==> src/hw/vec_geom_pkg.sv <==
`default_nettype none

// Geometry of the 64-bit vector datapath.
package vec_geom_pkg;

	localparam int XLEN      = 64;
	localparam int LANE_W    = 8;
	localparam int NUM_LANES = XLEN / LANE_W;

	// One operand or one result register.
	typedef logic [XLEN-1:0] vreg_t;

	// One bit per byte lane.
	typedef logic [NUM_LANES-1:0] lane_bits_t;

	// Per-lane difference bytes, lane 0 in the low byte.
	typedef logic [NUM_LANES-1:0][LANE_W-1:0] lane_sum_t;

endpackage

`default_nettype wire

==> src/hw/vcmp_op_pkg.sv <==
`default_nettype none

// Control encodings and flag bundles of the comparison unit.
package vcmp_op_pkg;

	typedef enum logic [1:0]
	{
		sew_8  = 2'b00,
		sew_16 = 2'b01,
		sew_32 = 2'b10,
		sew_64 = 2'b11
	} sew_t;

	// Mixed mode is accepted but yields an empty mask.
	typedef enum logic [1:0]
	{
		sign_unsigned = 2'b00,
		sign_signed   = 2'b01,
		sign_mixed    = 2'b10
	} sign_mode_t;

	typedef enum logic [2:0]
	{
		cmp_eq = 3'd0,
		cmp_ne = 3'd1,
		cmp_lt = 3'd2,
		cmp_le = 3'd3,
		cmp_gt = 3'd4
	} cmp_op_t;

	typedef struct packed
	{
		sew_t       sew;
		sign_mode_t sign_mode;
		cmp_op_t    op;
	} cmp_ctrl_t;

	typedef struct packed
	{
		logic eq;
		logic ne;
		logic lt;
		logic le;
		logic gt;
	} cmp_flags_t;

	// Request as held in the input stage.
	typedef struct packed
	{
		cmp_ctrl_t          ctrl;
		vec_geom_pkg::vreg_t vs2;
		vec_geom_pkg::vreg_t vs1;
	} cmp_req_t;

endpackage

`default_nettype wire

==> src/hw/pipe_stage.sv <==
`timescale 1ns/10ps
`default_nettype none

module pipe_stage
#(
	parameter type payload_t = logic
)
(
	input  logic     clk,
	input  logic     rst_n,

	input  logic     in_valid,
	input  payload_t in_data,

	output logic     out_valid,
	output payload_t out_data
);

	// Valid bit.
	always_ff @(posedge clk)
	begin
		if (!rst_n)
			out_valid <= 1'b0;
		else
			out_valid <= in_valid;
	end

	// Payload only moves with a valid beat.
	always_ff @(posedge clk)
	begin
		if (in_valid)
			out_data <= in_data;
	end

endmodule

`default_nettype wire

==> src/hw/segmented_subtractor.sv <==
`timescale 1ns/10ps
`default_nettype none

module segmented_subtractor
(
	input  vcmp_op_pkg::sew_t         sew,

	input  vec_geom_pkg::vreg_t       vs2,
	input  vec_geom_pkg::vreg_t       vs1,

	output vec_geom_pkg::lane_sum_t   diff,
	output vec_geom_pkg::lane_bits_t  carry
);

	import vec_geom_pkg::*;
	import vcmp_op_pkg::*;

	lane_bits_t elem_start;	// Lanes that open a new element.
	lane_bits_t carry_in;

	// Element boundaries per width.
	always_comb
	begin
		case (sew)
			sew_8  : elem_start = 8'b1111_1111;
			sew_16 : elem_start = 8'b0101_0101;
			sew_32 : elem_start = 8'b0001_0001;
			sew_64 : elem_start = 8'b0000_0001;
			default: elem_start = 8'b0000_0001;
		endcase
	end

	// Ripple through the lanes, restarting at each element.
	always_comb
	begin : ripple
		logic [LANE_W:0]   lane_res;
		logic [LANE_W-1:0] a_byte;
		logic [LANE_W-1:0] b_byte;
		logic              c;

		c = 1'b1;
		for (int i = 0; i < NUM_LANES; i++)
		begin
			if (elem_start[i])
				c = 1'b1;	// vs2 + ~vs1 + 1.
			carry_in[i] = c;

			a_byte = vs2[i*LANE_W +: LANE_W];
			b_byte = ~vs1[i*LANE_W +: LANE_W];

			lane_res = {1'b0, a_byte}
				+ {1'b0, b_byte}
				+ {{LANE_W{1'b0}}, carry_in[i]};

			diff[i]  = lane_res[LANE_W-1:0];
			carry[i] = lane_res[LANE_W];	// One means no borrow.
			c        = carry[i];
		end
	end

endmodule

`default_nettype wire

==> src/hw/element_flag_gen.sv <==
`timescale 1ns/10ps
`default_nettype none

module element_flag_gen
(
	input  vcmp_op_pkg::sign_mode_t  sign_mode,

	input  vec_geom_pkg::lane_sum_t  diff,
	input  vec_geom_pkg::lane_bits_t carry,
	input  vec_geom_pkg::vreg_t      vs2,
	input  vec_geom_pkg::vreg_t      vs1,

	output vcmp_op_pkg::cmp_flags_t [vec_geom_pkg::NUM_LANES-1:0]   flags_8,
	output vcmp_op_pkg::cmp_flags_t [vec_geom_pkg::NUM_LANES/2-1:0] flags_16,
	output vcmp_op_pkg::cmp_flags_t [vec_geom_pkg::NUM_LANES/4-1:0] flags_32,
	output vcmp_op_pkg::cmp_flags_t [vec_geom_pkg::NUM_LANES/8-1:0] flags_64
);

	import vec_geom_pkg::*;
	import vcmp_op_pkg::*;

	lane_bits_t lane_zero;	// Difference byte is zero.
	lane_bits_t lane_lt_u;
	lane_bits_t lane_lt_s;
	lane_bits_t lane_lt;
	logic       mode_ok;

	// Full flag set from eq and lt.
	function automatic cmp_flags_t make_flags(input logic eq, input logic lt, input logic en);
		cmp_flags_t f;

		f.eq = eq;
		f.ne = ~eq;
		f.lt = lt;
		f.le = lt | eq;
		f.gt = ~(lt | eq);
		return en ? f : '0;
	endfunction

	assign mode_ok = (sign_mode == sign_unsigned) || (sign_mode == sign_signed);

	// Per-lane terms, valid when the lane is the top of its element.
	always_comb
	begin
		logic a_sign;
		logic b_sign;
		logic d_sign;

		for (int i = 0; i < NUM_LANES; i++)
		begin
			a_sign = vs2[i*LANE_W + LANE_W-1];
			b_sign = ~vs1[i*LANE_W + LANE_W-1];
			d_sign = diff[i][LANE_W-1];

			lane_zero[i] = (diff[i] == '0);
			lane_lt_u[i] = ~carry[i];

			// Difference sign corrected by overflow.
			lane_lt_s[i] = d_sign ^ (~(a_sign ^ b_sign) & (d_sign ^ b_sign));
		end
	end

	assign lane_lt = (sign_mode == sign_signed) ? lane_lt_s : lane_lt_u;

	// Byte elements.
	always_comb
	begin
		for (int i = 0; i < NUM_LANES; i++)
			flags_8[i] = make_flags(lane_zero[i], lane_lt[i], mode_ok);
	end

	always_comb
	begin
		for (int i = 0; i < NUM_LANES/2; i++)
			flags_16[i] = make_flags(&lane_zero[2*i +: 2], lane_lt[2*i+1], mode_ok);
	end

	always_comb
	begin
		for (int i = 0; i < NUM_LANES/4; i++)
			flags_32[i] = make_flags(&lane_zero[4*i +: 4], lane_lt[4*i+3], mode_ok);
	end

	// Whole word.
	always_comb
	begin
		for (int i = 0; i < NUM_LANES/8; i++)
			flags_64[i] = make_flags(&lane_zero[8*i +: 8], lane_lt[8*i+7], mode_ok);
	end

endmodule

`default_nettype wire

==> src/hw/mask_select.sv <==
`timescale 1ns/10ps
`default_nettype none

module mask_select
(
	input  vcmp_op_pkg::sew_t        sew,
	input  vcmp_op_pkg::cmp_op_t     op,

	input  vcmp_op_pkg::cmp_flags_t [vec_geom_pkg::NUM_LANES-1:0]   flags_8,
	input  vcmp_op_pkg::cmp_flags_t [vec_geom_pkg::NUM_LANES/2-1:0] flags_16,
	input  vcmp_op_pkg::cmp_flags_t [vec_geom_pkg::NUM_LANES/4-1:0] flags_32,
	input  vcmp_op_pkg::cmp_flags_t [vec_geom_pkg::NUM_LANES/8-1:0] flags_64,

	output vec_geom_pkg::lane_bits_t mask
);

	import vec_geom_pkg::*;
	import vcmp_op_pkg::*;

	// One flag out of the set.
	function automatic logic pick(input cmp_flags_t f, input cmp_op_t op_sel);
		case (op_sel)
			cmp_eq : return f.eq;
			cmp_ne : return f.ne;
			cmp_lt : return f.lt;
			cmp_le : return f.le;
			cmp_gt : return f.gt;
			default: return 1'b0;	// Unknown op.
		endcase
	endfunction

	always_comb
	begin
		mask = '0;	// Bits above the element count stay clear.

		case (sew)
			sew_8 :
				for (int i = 0; i < NUM_LANES; i++)
					mask[i] = pick(flags_8[i], op);

			sew_16 :
				for (int i = 0; i < NUM_LANES/2; i++)
					mask[i] = pick(flags_16[i], op);

			sew_32 :
				for (int i = 0; i < NUM_LANES/4; i++)
					mask[i] = pick(flags_32[i], op);

			sew_64 :
				for (int i = 0; i < NUM_LANES/8; i++)
					mask[i] = pick(flags_64[i], op);

			default :
				mask = '0;
		endcase
	end

endmodule

`default_nettype wire

==> src/hw/vector_comparison_unit.sv <==
`timescale 1ns/10ps
`default_nettype none

module vector_comparison_unit
(
	input  logic                    clk,
	input  logic                    rst_n,

	input  logic                    in_valid,
	input  vcmp_op_pkg::cmp_ctrl_t  in_ctrl,
	input  vec_geom_pkg::vreg_t     vs2,
	input  vec_geom_pkg::vreg_t     vs1,

	output logic                    out_valid,
	output vec_geom_pkg::vreg_t     vd
);

	import vec_geom_pkg::*;
	import vcmp_op_pkg::*;

	cmp_req_t   req_in;
	cmp_req_t   req_q;
	logic       req_valid;

	lane_sum_t  diff;
	lane_bits_t carry;

	cmp_flags_t [NUM_LANES-1:0]   flags_8;
	cmp_flags_t [NUM_LANES/2-1:0] flags_16;
	cmp_flags_t [NUM_LANES/4-1:0] flags_32;
	cmp_flags_t [NUM_LANES/8-1:0] flags_64;

	lane_bits_t mask;
	vreg_t      result;

	assign req_in = '{ctrl: in_ctrl, vs2: vs2, vs1: vs1};

	// Input register.
	pipe_stage #(.payload_t(cmp_req_t)) u_req_stage
	(
		.clk       (clk),
		.rst_n     (rst_n),
		.in_valid  (in_valid),
		.in_data   (req_in),
		.out_valid (req_valid),
		.out_data  (req_q)
	);

	segmented_subtractor u_sub
	(
		.sew   (req_q.ctrl.sew),
		.vs2   (req_q.vs2),
		.vs1   (req_q.vs1),
		.diff  (diff),
		.carry (carry)
	);

	element_flag_gen u_flags
	(
		.sign_mode (req_q.ctrl.sign_mode),
		.diff      (diff),
		.carry     (carry),
		.vs2       (req_q.vs2),
		.vs1       (req_q.vs1),
		.flags_8   (flags_8),
		.flags_16  (flags_16),
		.flags_32  (flags_32),
		.flags_64  (flags_64)
	);

	mask_select u_mask
	(
		.sew      (req_q.ctrl.sew),
		.op       (req_q.ctrl.op),
		.flags_8  (flags_8),
		.flags_16 (flags_16),
		.flags_32 (flags_32),
		.flags_64 (flags_64),
		.mask     (mask)
	);

	assign result = {{(XLEN-NUM_LANES){1'b0}}, mask};	// Mask sits in the low bits.

	// Output register.
	pipe_stage #(.payload_t(vreg_t)) u_res_stage
	(
		.clk       (clk),
		.rst_n     (rst_n),
		.in_valid  (req_valid),
		.in_data   (result),
		.out_valid (out_valid),
		.out_data  (vd)
	);

endmodule

`default_nettype wire

==> config.mk <==
export PLATFORM = sky130hd
export DESIGN_NAME = vector_comparison_unit
export DESIGN_NICKNAME = d
export VERILOG_FILES = /design/src/hw/vec_geom_pkg.sv /design/src/hw/vcmp_op_pkg.sv /design/src/hw/pipe_stage.sv /design/src/hw/segmented_subtractor.sv /design/src/hw/element_flag_gen.sv /design/src/hw/mask_select.sv /design/src/hw/vector_comparison_unit.sv
export SDC_FILE = /design/constraint.sdc
export NUM_CORES = 1
export LEC_CHECK = 0
export BUFFER_PORTS_ARGS = -buffer_cell sky130_fd_sc_hd__buf_2
export CAP_MARGIN = 20
export CORE_ASPECT_RATIO = 1.5
export CORE_MARGIN = 1
export CORE_UTILIZATION = 35
export CTS_CLUSTER_DIAMETER = 30
export DETAILED_ROUTE_END_ITERATION = 8
export HOLD_SLACK_MARGIN = 0.08
export PLACE_DENSITY = 0.64
export SYNTH_ARGS = -nofsm -noshare
export SYNTH_HDL_FRONTEND = slang
export SYNTH_SLANG_ARGS = --single-unit
export TNS_END_PERCENT = 100
==> constraint.sdc <==
create_clock -name clk -period 13.25 [get_ports clk]
set_input_delay 2.65 -clock clk [delete_from_list [all_inputs] [get_ports clk]]
set_output_delay 2.65 -clock clk [all_outputs]
set_load 0.05 [all_outputs]
# Word level (Yosys, flattened, before mapping)
# Cells that the tools add are included.
word_totals:
  reg_bits: 145
  out_inout_bits: 65
  word_cells: 203
op_classes:
  n_addsub: 16
  bitwise: 109
  muxes: 42
  n_eq_ne: 8
  reduce_logical: 19
op_table:
  columns: ["op", "n"]
  rows:
  - ["2-to-1 mux 5 bit", 15]
  - ["one-hot mux 1 bit (5 select lines)", 15]
  - ["adder 8 x 8 -> 9 bit", 8]
  - ["logical NOT 8 bit", 8]
  - ["NOT 8 bit", 8]
  - ["adder 9 x 1 -> 9 bit", 7]
  - ["NOT 1 bit", 54]
  - ["one-hot mux 8 bit (4 select lines)", 1]
  - ["XOR 1 bit", 24]
  - ["bitwise OR 1 bit", 15]
  - ["adder 9 x 1 -> 9 bit, second input constant", 1]
  - ["bitwise AND 1 bit", 8]
  - ["2-to-1 mux 8 bit", 1]
  - ["AND reduction 2 bit", 4]
  - ["AND reduction 4 bit", 2]
  - ["AND reduction 8 bit", 1]
  - ["2-to-1 mux 1 bit", 7]
  - ["== test 3 x 2 -> 1 bit, second input constant", 2]
  - ["== test 2 x 1 -> 1 bit, second input constant", 2]
  - ["== test 2 bit, second input constant", 2]
  - ["logical NOT 2 bit", 2]
  - ["one-hot mux 1 bit (4 select lines)", 1]
  - ["one-hot mux 2 bit (2 select lines)", 1]
  - ["== test 3 x 1 -> 1 bit, second input constant", 1]
  - ["4 further kinds", 4]

# Longest topological paths before layout
# Gate-level depths: netlist of the first run.
depth:
  ltp_word: 26
  ltp_mapped: 70
  mapped_depth_nobuf: 70

# Cells and area by module
# Synthesis of the first run repeated with hierarchy kept, for this count alone.
hier_totals:
  hier_cells: 858
  area_unflattened_um2: 10460.0
modules_own_cells:
  columns: ["module", "area_each_um2", "n_inst", "seq_area_each_um2", "cells_per_inst"]
  rows:
  - ["pipe_stage at u_req_stage", 4080.2, 1, 4073.9, 137]
  - ["segmented_subtractor", 2737.6, 1, 0.0, 376]
  - ["pipe_stage at u_res_stage", 1948.1, 1, 1941.9, 66]
  - ["element_flag_gen", 905.9, 1, 0.0, 165]
  - ["mask_select", 784.5, 1, 0.0, 113]
  - ["vector_comparison_unit", 3.8, 1, 0.0, 1]

# Least setup slack after synthesis of the first run
# Ideal clock, no wire load.
synth_path:
  kind: "flip-flop to flip-flop"
  startpoint: "reg u_req_stage.out_data[66] (netlist bit)"
  endpoint: "reg u_res_stage.out_data[0] (netlist bit), data pin"
  slack_ns: -0.150
  arrival_time_ns: 13.127
  stages_incl_launch_ff: 69
  setup_ns: 0.273
  cell_sequence: "edfxtp_1 -> ha_1 -> nor2b_1 -> o31a_1 -> o21a_1 -> o21a_1 -> o21ai_0 -> o211ai_1 -> fa_1 -> inv_1 -> fa_1 -> nand2b_1 -> a21oi_1 -> o211ai_1 -> nand2_1 -> a211o_1 -> fa_1 -> inv_1 -> [33 not listed] -> fa_1 -> nor2b_1 -> o31a_1 -> o31a_1 -> o21ai_0 -> nand2_1 -> fa_1 -> inv_1 -> fa_1 -> and3b_1 -> o21a_1 -> o31a_1 -> a221o_1 -> a21oi_1 -> o21a_1 -> a2111oi_1 -> a311oi_1 -> o221ai_1"
synth_between:
  elab_chain_len: 25
synth_lines:
  columns: ["item", "line", "text"]
  rows:
  - ["from (decl)", "pipe_stage.sv:16", "output payload_t out_data"]
  - ["from (signal assigned)", "pipe_stage.sv:32", "out_data <= in_data;"]
  - ["adder 8 x 8 -> 9 bit *", "segmented_subtractor.sv:52", "+ {1'b0, b_byte}"]
  - ["adder 9 x 1 -> 9 bit *", "segmented_subtractor.sv:53", "+ {{LANE_W{1'b0}}, carry_in[i]};"]
  - ["2-to-1 mux 1 bit", "segmented_subtractor.sv:44", "if (elem_start[i])"]
  - ["adder 9 x 1 -> 9 bit", "segmented_subtractor.sv:53", null]
  - ["2-to-1 mux 1 bit", "segmented_subtractor.sv:44", null]
  - ["adder 9 x 1 -> 9 bit", "segmented_subtractor.sv:53", null]
  - ["2-to-1 mux 1 bit", "segmented_subtractor.sv:44", null]
  - ["adder 9 x 1 -> 9 bit", "segmented_subtractor.sv:53", null]
  - ["[10 not listed]", null, null]
  - ["XOR 1 bit", "element_flag_gen.sv:59", "lane_lt_s[i] = d_sign ^ (~(a_sign ^ b_sign) & (d_sign ^ b_sign));"]
  - ["2-to-1 mux 8 bit", "element_flag_gen.sv:63", "assign lane_lt = (sign_mode == sign_signed) ? lane_lt_s : lane_lt_u;"]
  - ["bitwise OR 1 bit", "element_flag_gen.sv:35, element_flag_gen.sv:36", null]
  - ["NOT 1 bit", "element_flag_gen.sv:36", "f.gt = ~(lt | eq);"]
  - ["2-to-1 mux 5 bit", "element_flag_gen.sv:37", "return en ? f : '0;"]
  - ["one-hot mux 1 bit (5 select lines)", "mask_select.sv:22", "case (op_sel)"]
  - ["one-hot mux 1 bit (4 select lines) *", "mask_select.sv:36", "case (sew)"]
  - ["via mask[0]", "vector_comparison_unit.sv:33", "lane_bits_t mask;"]
  - ["to (signal assigned)", "pipe_stage.sv:32", null]
  - ["to (decl)", "pipe_stage.sv:16", null]
# The timed path passes the listed nets; every way through them passes the cells marked *.
# A chain may end at the register's enable or synchronous reset.

# Worst setup path in the final report of the first run
layout_path:
  startpoint: "reg u_req_stage.out_data[64] (netlist bit)"
  endpoint: "reg u_res_stage.out_data[1] (netlist bit), data pin"
layout_between:
  elab_chain_len: 25
layout_lines:
  columns: ["item", "line"]
  rows:
  - ["adder 8 x 8 -> 9 bit *", "segmented_subtractor.sv:52"]
  - ["adder 9 x 1 -> 9 bit *", "segmented_subtractor.sv:53"]
  - ["2-to-1 mux 1 bit *", "segmented_subtractor.sv:44"]
  - ["adder 9 x 1 -> 9 bit *", "segmented_subtractor.sv:53"]
  - ["2-to-1 mux 1 bit", "segmented_subtractor.sv:44"]
  - ["adder 9 x 1 -> 9 bit", "segmented_subtractor.sv:53"]
  - ["2-to-1 mux 1 bit", "segmented_subtractor.sv:44"]
  - ["adder 9 x 1 -> 9 bit", "segmented_subtractor.sv:53"]
  - ["[10 not listed]", null]
  - ["XOR 1 bit", "element_flag_gen.sv:59"]
  - ["2-to-1 mux 8 bit", "element_flag_gen.sv:63"]
  - ["bitwise OR 1 bit", "element_flag_gen.sv:35, element_flag_gen.sv:36"]
  - ["NOT 1 bit", "element_flag_gen.sv:36"]
  - ["2-to-1 mux 5 bit", "element_flag_gen.sv:37"]
  - ["one-hot mux 1 bit (5 select lines)", "mask_select.sv:22"]
  - ["one-hot mux 1 bit (3 select lines) *", "mask_select.sv:36"]
  - ["via mask[1]", "vector_comparison_unit.sv:33"]
# Marked as above.

==> results of run 1 <==
routing by layer:
metal	track usage (%)	vias up
met5	0	-
met4	9.776	0
met3	3.127	50
met2	30.88	228
met1	16.13	3045
li1	-	3186
cells by family (layout without fill, tap and decap cells):
group           after synthesis  count (layout)  synth area share, %
other cells                   1              56              0.04263
compound gates              195             195                15.70
flops                       145             145                49.27
simple gates                167             167                10.14
mux                           7               7               0.8250
fa+ha+maj                    74              74                11.98
xor+xnor                     29              29                2.888
buf+inv                     158             342                9.146
placed cells by master, fill, tap and decap left out, drive strengths merged, types with 13 or more instances in the layout:
cell type / count
a21o: 14
a21oi: 38
buf: 218
clkbuf: 20
conb: 56
edfxtp: 143
fa: 17
ha: 57
inv: 92
nand2: 29
nor2: 46
nor3: 19
o211ai: 13
o21a: 22
o21ai: 35
xnor2: 19
state kept, by name, summed over array words and instances, names as in the netlist:
signal / count
u_req_stage.out_data: 135
u_res_stage.out_data: 8
u_req_stage.out_valid: 1
u_res_stage.out_valid: 1
cell type report:
| cell class | count | area [µm²] | share of cell area, % |
|---|---|---|---|
| timing repair buffer | 218 | 1281 | 11.65 |
| clock inverter | 12 | 158.9 | 1.445 |
| tap | 324 | 405.4 | 3.688 |
| sequential | 145 | 4334 | 39.43 |
| inverter | 92 | 345.3 | 3.141 |
| clock buffer | 20 | 436.7 | 3.972 |
| multi-input combinational | 528 | 4031 | 36.67 |
worst paths after layout:
path                            depth (start not counted)  slack (ns)                      end                startpoint
worst max register to register                         67       -0.12  u_res_stage.out_data[1]  u_req_stage.out_data[64]
worst max-delay path                                   67       -0.12  u_res_stage.out_data[1]  u_req_stage.out_data[64]
worst min register to register                          0        0.70  u_res_stage.out_data[5]     u_req_stage.out_valid
worst min-delay path                                    0        0.70  u_res_stage.out_data[5]     u_req_stage.out_valid
cells in the mapped netlist, drive strengths merged (3+ instances only):
| cell | n |
|---|---|
| or4 | 3 |
| edfxtp | 143 |
| nor2b | 8 |
| ha | 57 |
| or3 | 10 |
| o221ai | 4 |
| nand4 | 4 |
| o21a | 22 |
| a211oi | 9 |
| o211ai | 13 |
| clkbuf | 8 |
| o21ai | 35 |
| buf | 58 |
| nand2b | 10 |
| a31oi | 8 |
| nor4 | 7 |
| a2111oi | 4 |
| nand3b | 5 |
| o31ai | 6 |
| o31a | 10 |
| a21o | 14 |
| xnor2 | 19 |
| inv | 90 |
| nor2 | 46 |
| nor3 | 19 |
| nand2 | 29 |
| and2 | 5 |
| fa | 17 |
| or2 | 6 |
| a211o | 5 |
| a221oi | 5 |
| o21bai | 4 |
| nand3 | 4 |
| mux2i | 5 |
| a21oi | 38 |
| xor2 | 10 |
power by group through the flow:
stage,sequential (mW),clock [mW],combinational (mW)
CTS,0.564,0.503,0.371
global placement,0.572,0,0.337
finish,0.563,0.489,0.378
global route,0.567,0.515,0.417
floorplan,0.572,0,0.250
detailed placement,0.573,0,0.341
repair_timing:
action,4_1_cts,5_1_grt
buffers inserted,27,8
hold buffers,0,0
gates resized for setup,47,7
endpoints found under the setup margin,4,4
pin swaps,18,12
cloned,0,0
through the flow:
step | setup TNS (ns) | power (mW) | util (%) | hold slack [ns]
3_5_place_dp | -3.189 | 0.9143 | 40.65 | 0.7095
6_report | -0.2167 | 1.430 | 44.83 | 0.6986
5_1_grt | -2.795 | 1.500 | 44.83 | 0.7270
3_3_place_gp | -2.046 | 0.9094 | 40.65 | 0.7366
4_1_cts | -0.6247 | 1.437 | 44.48 | 0.7206
2_1_floorplan | 0 | 0.8216 | - | 0.5668
==> flow_metrics.py, run 1 <==
metrics = {
    "status": {
        "status": "complete, but fails checks",
        "violations": "setup timing",
    },
    "worst_setup_path": {
        "path_delay_family": "compound AO/OA/AOI/OAI gates",
        "crit_path_end_kind": "register",
        "slowest_stage": "or4bb_1",
        "critPathMaxFanout": 3,
        "slowest_delay_ns": 0.48,
        "critPathKind": "register to register",
        "path_common_cell": "fa_2",
        "start_kind": "register",
        "cp.arrival_ns": 13.65,
        "crit_required_ns": 13.53,
        "path_buf_inv": 7,
    },
    "route": {
        "wl_met2_um": 11140,
        "antenna_left": 0,
        "via_count": 6509,
        "routed-wl-met3_um": 910,
        "avgRoutedWirePerCell_um": 15.13,
        "drt-pass1-iter-count": 5,
        "dr.first_iter.drc_count": 245,
        "wl_met1_um": 7456,
        "top_layer_used": "met4",
        "wirelength_um": 20260,
        "post-route-drc-count": 0,
        "viasPerCell": 4.861,
    },
    "timing": {
        "post-route-period-util_pct": 100.9,
        "slew_headroom_pct": 31.40,
        "rsz0062_at_grt": "yes",
        "fin_ws_ns": -0.1199,
        "tightest_slew_ns": 1.029,
        "finalMaxSlewViolations": 0,
        "post-route-min-period_ns": 13.37,
        "finalSetupViolations": 2,
        "max_clock_freq_ghz": 0.07480,
        "hold_viol": 0,
        "finClkSkew_ns": 0.008716,
    },
    "clock_network": {
        "cts-root-buf": "clkbuf_16",
        "h-tree-depth": 4,
        "path_clk_slew_ns": 0.06,
        "clock_latency_ns": 0.44,
        "numCtsBuffers": 17,
        "cts_buffer_depth": 2,
        "clock-sinks": 145,
        "cts_tree": "done",
    },
    "synth": {
        "synth_area_mm2": 0.008796,
        "ys_seq_elements": 145,
        "post-synth-top-area-fraction_pct": 48.82,
        "async_flop_share_pct": 0,
        "synth.largest_area_cell": "edfxtp_1",
        "synth-edff-count": 143,
        "ys_seq_area_share_pct": 49.27,
        "synthTopCellsByArea": "edfxtp_1, ha_1, buf_4",
        "ys.warnings.count": 0,
        "synthFlopType": "edfxtp_1",
        "synth.distinct_cells": 76,
        "syn_area_per_cell_um2": 11.33,
        "synthCells": 776,
    },
    "pwr": {
        "seqPwrFrac_pct": 39.4,
        "p_comb_share_pct": 26.4,
        "p_leak_nw": 4.728,
        "p_int_mw": 1.007,
        "net-switching-power_uw": 423.1,
        "ir_drop_v": 0.00009258,
        "power-per-cell-area_mw_per_mm2": 130.1,
        "clkPwrFrac_pct": 34.2,
        "netSwitchingFraction_pct": 29.58,
    },
    "hold_path": {
        "hold_path_class": "register to register",
    },
    "layout": {
        "fin_area_mm2": 0.01099,
        "diodes": 0,
        "fin_nets": 1214,
        "stdcell_count": 1339,
        "nFillCells": 2291,
        "areaGrowthSynthToFinish_pct": 24.98,
        "drive_above_1_share_pct": 30.64,
    },
    "floorplanning": {
        "fp.dieW_um": 131.4,
        "ios": 203,
        "core_mm2": 0.02452,
        "die-area_mm2": 0.02578,
        "initial_core_util_pct": 35.87,
        "std_cell_rows": 70,
        "die_h_um": 196.2,
    },
    "global_routing": {
        "grt_pass1_wl_um": 31840,
        "gr-usage-all-layers_pct": 16.23,
        "antenna_found_initial": 0,
        "grt_max_degree": 85,
        "gr-total-overflow": 0,
        "grt_pass1_vias": 6512,
    },
    "placement": {
        "dpl.cell_count": 1272,
        "place_congestion": 0.9127,
        "placement.cell_area_mm2": 0.009970,
        "hpwl_um": 15110,
        "port-buffer-count": 146,
        "dpl_worst_slack_ns": -0.9055,
    },
    "run": {
        "cap_violations": 0,
    },
}
Note: power is estimated with default switching activity, not from simulation.
==> run 2, diff against run 1 <==
CORE_MARGIN = 2   (was 1)
==> run 2 against run 1 <==
Compared with the run above: the flow still finishes with violations (setup timing); cell area shrank 0.77%; setup slack lost 0.062 ns; power is essentially flat; final cell count shrank 0.75%; critical path depth grew 1.
==> flow_metrics.py, run 2 (synthesis results as in run 1) <==
metrics = {
    "timing": {
        "max_clock_freq_ghz": 0.07445,
        "finalMaxSlewViolations": 0,
        "finClkSkew_ns": 0.01270,
        "final.setup.tns_ns": -0.3092,
        "slew_headroom_pct": 38.80,
        "fin_ws_ns": -0.1823,
        "post-route-period-util_pct": 101.4,
        "hold_viol": 0,
        "finalSetupViolations": 2,
        "rsz0062_at_grt": "yes",
        "tightest_slew_ns": 0.9180,
        "post-route-min-period_ns": 13.43,
    },
    "placement": {
        "port-buffer-count": 146,
        "placement.cell_area_mm2": 0.009990,
        "hpwl_um": 15220,
        "place_congestion": 0.8624,
    },
    "clock_network": {
        "numCtsBuffers": 17,
        "h-tree-depth": 4,
        "path_clk_slew_ns": 0.06,
        "cts-root-buf": "clkbuf_16",
        "clock-sinks": 145,
        "holdBufCountCts": 0,
        "cts_buffer_depth": 2,
        "cts_tree": "done",
        "clock_latency_ns": 0.44,
    },
    "floorplanning": {
        "ios": 203,
        "die-area_mm2": 0.02644,
        "fp.dieW_um": 133.4,
        "die_h_um": 198.2,
        "core_mm2": 0.02487,
        "initial_core_util_pct": 35.36,
        "std_cell_rows": 71,
    },
    "route": {
        "via_count": 6447,
        "drt-pass1-iter-count": 4,
        "avgRoutedWirePerCell_um": 15.00,
        "wirelength_um": 19940,
        "dr.first_iter.drc_count": 286,
        "antenna_left": 0,
        "post-route-drc-count": 0,
        "routed-wl-met3_um": 857,
        "wl_met1_um": 7479,
        "wl_met2_um": 10890,
        "viasPerCell": 4.851,
        "top_layer_used": "met4",
    },
    "worst_setup_path": {
        "slowest_delay_ns": 0.47,
        "crit_required_ns": 13.53,
        "critPathMaxFanout": 3,
        "critPathKind": "register to register",
        "crit_path_end_kind": "register",
        "start_kind": "register",
        "slowest_stage": "or4bb_1",
        "path_common_cell": "fa_2",
        "cp.arrival_ns": 13.71,
        "reg2reg_to": "u_res_stage.out_data[1]",
        "ff2ff_path_depth": 68,
        "reg2reg_setup_slack_ns": -0.18,
        "r2r-start": "u_req_stage.out_data[64]",
    },
    "layout": {
        "fin_nets": 1202,
        "fin_area_mm2": 0.01091,
        "areaGrowthSynthToFinish_pct": 24.01,
        "reg_top3": "u_req_stage.out_data (135), u_res_stage.out_data (8)",
        "diodes": 0,
        "largest_register_ffs": 135,
        "largest_register": "u_req_stage.out_data",
        "layout_commonest_cell": "buf_2",
        "drive_above_1_share_pct": 29.37,
        "final_cell_mix": "buf_2, edfxtp_1, inv_1",
    },
    "run": {
        "cap_violations": 0,
    },
    "status": {
        "violations": "setup timing",
        "status": "complete, but fails checks",
    },
    "pwr": {
        "power-per-cell-area_mw_per_mm2": 131.0,
        "p_leak_nw": 4.676,
        "ir_drop_v": 0.00009133,
    },
    "global_routing": {
        "grt_pass1_wl_um": 31700,
        "grt_pass1_vias": 6482,
        "antenna_found_initial": 0,
        "gr-total-overflow": 0,
        "gr-usage-all-layers_pct": 15.65,
        "grt_max_degree": 75,
    },
    "hold_path": {
        "min_from": "u_req_stage.out_valid",
        "whs_path_depth": 0,
        "hold_end": "u_res_stage.out_data[0]",
        "hold_path_class": "register to register",
    },
}
[run 2: changes by cell type in the layout (fill, tap and decap cells not counted), moves of 2 or more]
cell	previous run	this run
clkinv_1	2	4
a21oi_2	4	2
buf_4	71	59
inv_6	2	0
[run 2: worst max-delay path, delay by kind of cell (launching register included)]
family | cells | cell delay (ns)
AOI/OAI and AO/OA | 28 | 5.42
adders and majority gates | 15 | 4.02
buffers and inverters | 8 | 0.58
DFF | 1 | 0.39
muxes | 1 | 0.31
and+or+nand+nor | 16 | 2.54
[run 2: how the worst max path moves through the flow]
stage / to / start / slack [ns] / depth (start not counted)
floorplan: u_res_stage.out_data[1] / u_req_stage.out_data[66] / 0.05 / 65
CTS: u_res_stage.out_data[1] / u_req_stage.out_data[64] / -0.22 / 72
detailed placement: u_res_stage.out_data[0] / u_req_stage.out_data[64] / -0.83 / 71
global placement: u_res_stage.out_data[0] / u_req_stage.out_data[64] / -0.61 / 71
finish: u_res_stage.out_data[1] / u_req_stage.out_data[64] / -0.18 / 68
global route: u_res_stage.out_data[1] / u_req_stage.out_data[64] / -0.94 / 68
[run 2: per-stage QoR]
stage | setup WS [ns] | instances | hold slack, ns | util, % | total power [mW]
final | -0.1823 | 1329 | 0.6893 | 43.85 | 1.429
after global placement | -0.6073 | 1278 | 0.7127 | 40.16 | 0.9108
after CTS | -0.2244 | 1321 | 0.7229 | 43.42 | 1.440
after detailed placement | -0.8261 | 1278 | 0.7156 | 40.16 | 0.9158
after global routing | -0.9393 | 1329 | 0.7319 | 43.85 | 1.508
after floorplan | 0.04713 | 831 | 0.5668 | - | 0.8216
[run 2: metal layers]
metal | GRT usage [%] | vias up
met2 | 29.48 | 215
met3 | 3.098 | 40
li1 | - | 3158
met4 | 7.959 | 0
met1 | 16.34 | 3034
met5 | 0 | -
[run 2: power by group]
part / switching (mW) / internal (mW)
sequential: 0.0199 / 0.545
combinational: 0.209 / 0.160
clock: 0.184 / 0.311
[run 2: area by class of cell]
cell class	count	area, µm²
Fill cell	2381	13970
Multi-Input combinational cell	528	4029
Tap cell	328	410.4
Inverter	92	345.3
Sequential cell	145	4334
Timing Repair Buffer	206	1191
Clock buffer	19	432.9
Clock inverter	11	165.2
[run 2: timing repair]
| item | CTS | global route |
|---|---|---|
| gates resized for setup | 44 | 10 |
| cloned | 0 | 0 |
| pin swaps | 15 | 11 |
| buffers inserted | 13 | 8 |
| setup endpoints to repair | 4 | 4 |
==> run 3, diff against run 2 <==
CORE_UTILIZATION = 50   (was 35)
PLACE_DENSITY = 0.84   (was 0.64)
clock period = 11.4 ns   (was 13.25 ns; I/O delays follow)
==> run 3 against run 2 <==
Compared with the run above: fmax fell by 2.5%; largest power group unchanged; the run still ends with setup timing left; non-clock buffer count increased by 47; final cell count down 4.9%; utilization up 21 points; first-iteration DRC count increased by 33%; critical endpoint is now u_res_stage.out_data[0]; setup slack got worse by 2.2 ns; power increased by 20%; wire length shrank 0.52%; cell area grew 2.6%.
==> flow_metrics.py, run 3 (synthesis results as in run 1) <==
metrics = {
    "status": {
        "status": "complete, but fails checks",
        "violations": "setup timing",
    },
    "floorplanning": {
        "core_mm2": 0.01727,
        "ios": 203,
        "die_h_um": 166.4,
        "die-area_mm2": 0.01869,
        "fp.dieW_um": 112.3,
        "std_cell_rows": 59,
        "initial_core_util_pct": 50.92,
    },
    "placement": {
        "place_congestion": 0.9197,
        "dpl.cell_count": 1177,
        "dpl_worst_slack_ns": -2.271,
        "hpwl_um": 14220,
        "port-buffer-count": 146,
    },
    "clock_network": {
        "h-tree-depth": 4,
        "cts-root-buf": "clkbuf_16",
        "holdBufCountCts": 0,
        "clock_latency_ns": 0.43,
        "cts_buffer_depth": 2,
        "cts_tree": "done",
        "path_clk_slew_ns": 0.07,
        "numCtsBuffers": 17,
        "clock-sinks": 145,
    },
    "layout": {
        "areaGrowthSynthToFinish_pct": 27.23,
        "stdcell_count": 1264,
        "fin_nets": 1249,
        "reg_top3": "u_req_stage.out_data (135), u_res_stage.out_data (8)",
        "layout_commonest_cell": "buf_2",
        "fin_util_pct": 64.78,
        "drive_above_1_share_pct": 33.81,
        "largest_register_ffs": 135,
        "largest_register": "u_req_stage.out_data",
        "final_cell_mix": "buf_2, edfxtp_1, buf_4",
    },
    "worst_setup_path": {
        "crit_path_end_kind": "register",
        "critPathMaxFanout": 3,
        "start_kind": "register",
        "cp.arrival_ns": 13.93,
        "slowest_stage": "or4_4",
        "slowest_delay_ns": 0.52,
        "crit_required_ns": 11.55,
        "critPathKind": "register to register",
        "path_common_cell": "fa_2",
    },
    "route": {
        "wirelength_um": 19830,
        "via_count": 6787,
        "avgRoutedWirePerCell_um": 15.69,
        "drt-pass1-iter-count": 7,
        "antenna_left": 0,
        "dr.first_iter.drc_count": 379,
        "viasPerCell": 5.369,
        "post-route-drc-count": 0,
    },
    "pwr": {
        "p_leak_nw": 4.897,
        "power-per-cell-area_mw_per_mm2": 152.7,
        "ir_drop_v": 0.00009654,
        "netSwitchingFraction_pct": 29.94,
        "net-switching-power_uw": 511.4,
        "clkPwrFrac_pct": 33.8,
        "p_int_mw": 1.197,
        "p_comb_share_pct": 27.9,
        "seqPwrFrac_pct": 38.4,
    },
    "timing": {
        "finalMaxSlewViolations": 0,
        "post-route-period-util_pct": 120.8,
        "rsz0062_at_grt": "yes",
        "post-route-min-period_ns": 13.77,
        "slew_headroom_pct": 34.83,
        "tightest_slew_ns": 0.9755,
        "finalSetupViolations": 5,
        "max_clock_freq_ghz": 0.07261,
        "hold_viol": 0,
        "fin_ws_ns": -2.373,
        "finClkSkew_ns": 0.01390,
    },
    "run": {
        "cap_violations": 0,
    },
    "global_routing": {
        "antenna_found_initial": 1,
        "gr-total-overflow": 0,
        "gr-usage-all-layers_pct": 21.30,
        "grt_pass1_vias": 6880,
        "grt_pass1_wl_um": 31510,
        "grt_max_degree": 79,
    },
    "hold_path": {
        "hold_path_class": "register to register",
    },
}
run 3: cell types whose count changed in the layout (fill, tap and decap cells not counted), sizes merged:
cell and delta:
buf +47, bufinv -1, diode +1, clkbuf -1, clkinvlp -1, inv +5
run 3: per-layer routing:
metal,wire (µm),GRT usage (%)
met3,991,3.967
met4,569,10.02
met5,0,0
met2,11180,40.41
met1,7090,22.23
run 3: power by group through the flow:
stage / registers (mW) / clock network [mW] / logic, mW
3_3_place_gp: 0.665 / 0 / 0.400
6_report: 0.655 / 0.577 / 0.476
4_1_cts: 0.655 / 0.587 / 0.451
5_1_grt: 0.660 / 0.606 / 0.522
3_5_place_dp: 0.667 / 0 / 0.411
2_1_floorplan: 0.665 / 0 / 0.299
run 3: final cells by class:
cell class / instances / area (µm²)
diodes: 1 / 2.502
clock buffers: 18 / 429.2
clock inverters: 14 / 178.9
fillers: 1335 / 6083
inverters: 92 / 345.3
multi-input cells: 528 / 4086
flip-flops and latches: 145 / 4334
well taps: 213 / 266.5
repair buffers: 253 / 1548
run 3: stage by stage:
stage	TNS [ns]	cell area [µm²]	hold slack [ns]	power, mW
6_report	-9.689	11190	0.6966	1.708
5_1_grt	-12.77	11190	0.7160	1.787
4_1_cts	-8.028	11020	0.6978	1.693
3_5_place_dp	-9.259	10030	0.6897	1.077
3_3_place_gp	-8.046	10030	0.6851	1.065
2_1_floorplan	-5.065	9092	0.5668	0.9637
run 3: worst paths after layout:
check	from	endpoint	slack [ns]	cells past startpoint
min	u_req_stage.out_valid	u_res_stage.out_data[7]	0.70	0
max	u_req_stage.out_data[64]	u_res_stage.out_data[0]	-2.37	68
min reg2reg	u_req_stage.out_valid	u_res_stage.out_data[7]	0.70	0
max reg2reg	u_req_stage.out_data[64]	u_res_stage.out_data[0]	-2.37	68
run 3: what timing repair did:
action | in CTS | in global routing
endpoints found under the hold margin | 0 | 0
setup buffers | 38 | 16
pin swaps | 10 | 20
gates resized for setup | 22 | 13
endpoints found under the setup margin | 5 | 7
run 3: worst max-delay path: cells and delay by family, from the launching register on:
kind	cells	cell delay, ns
adder cells (fa/ha/maj)	15	4.05
buffers and inverters	8	0.60
flip-flops	1	0.38
AND/OR/NAND/NOR	16	2.68
AO/OA/AOI/OAI	29	5.76
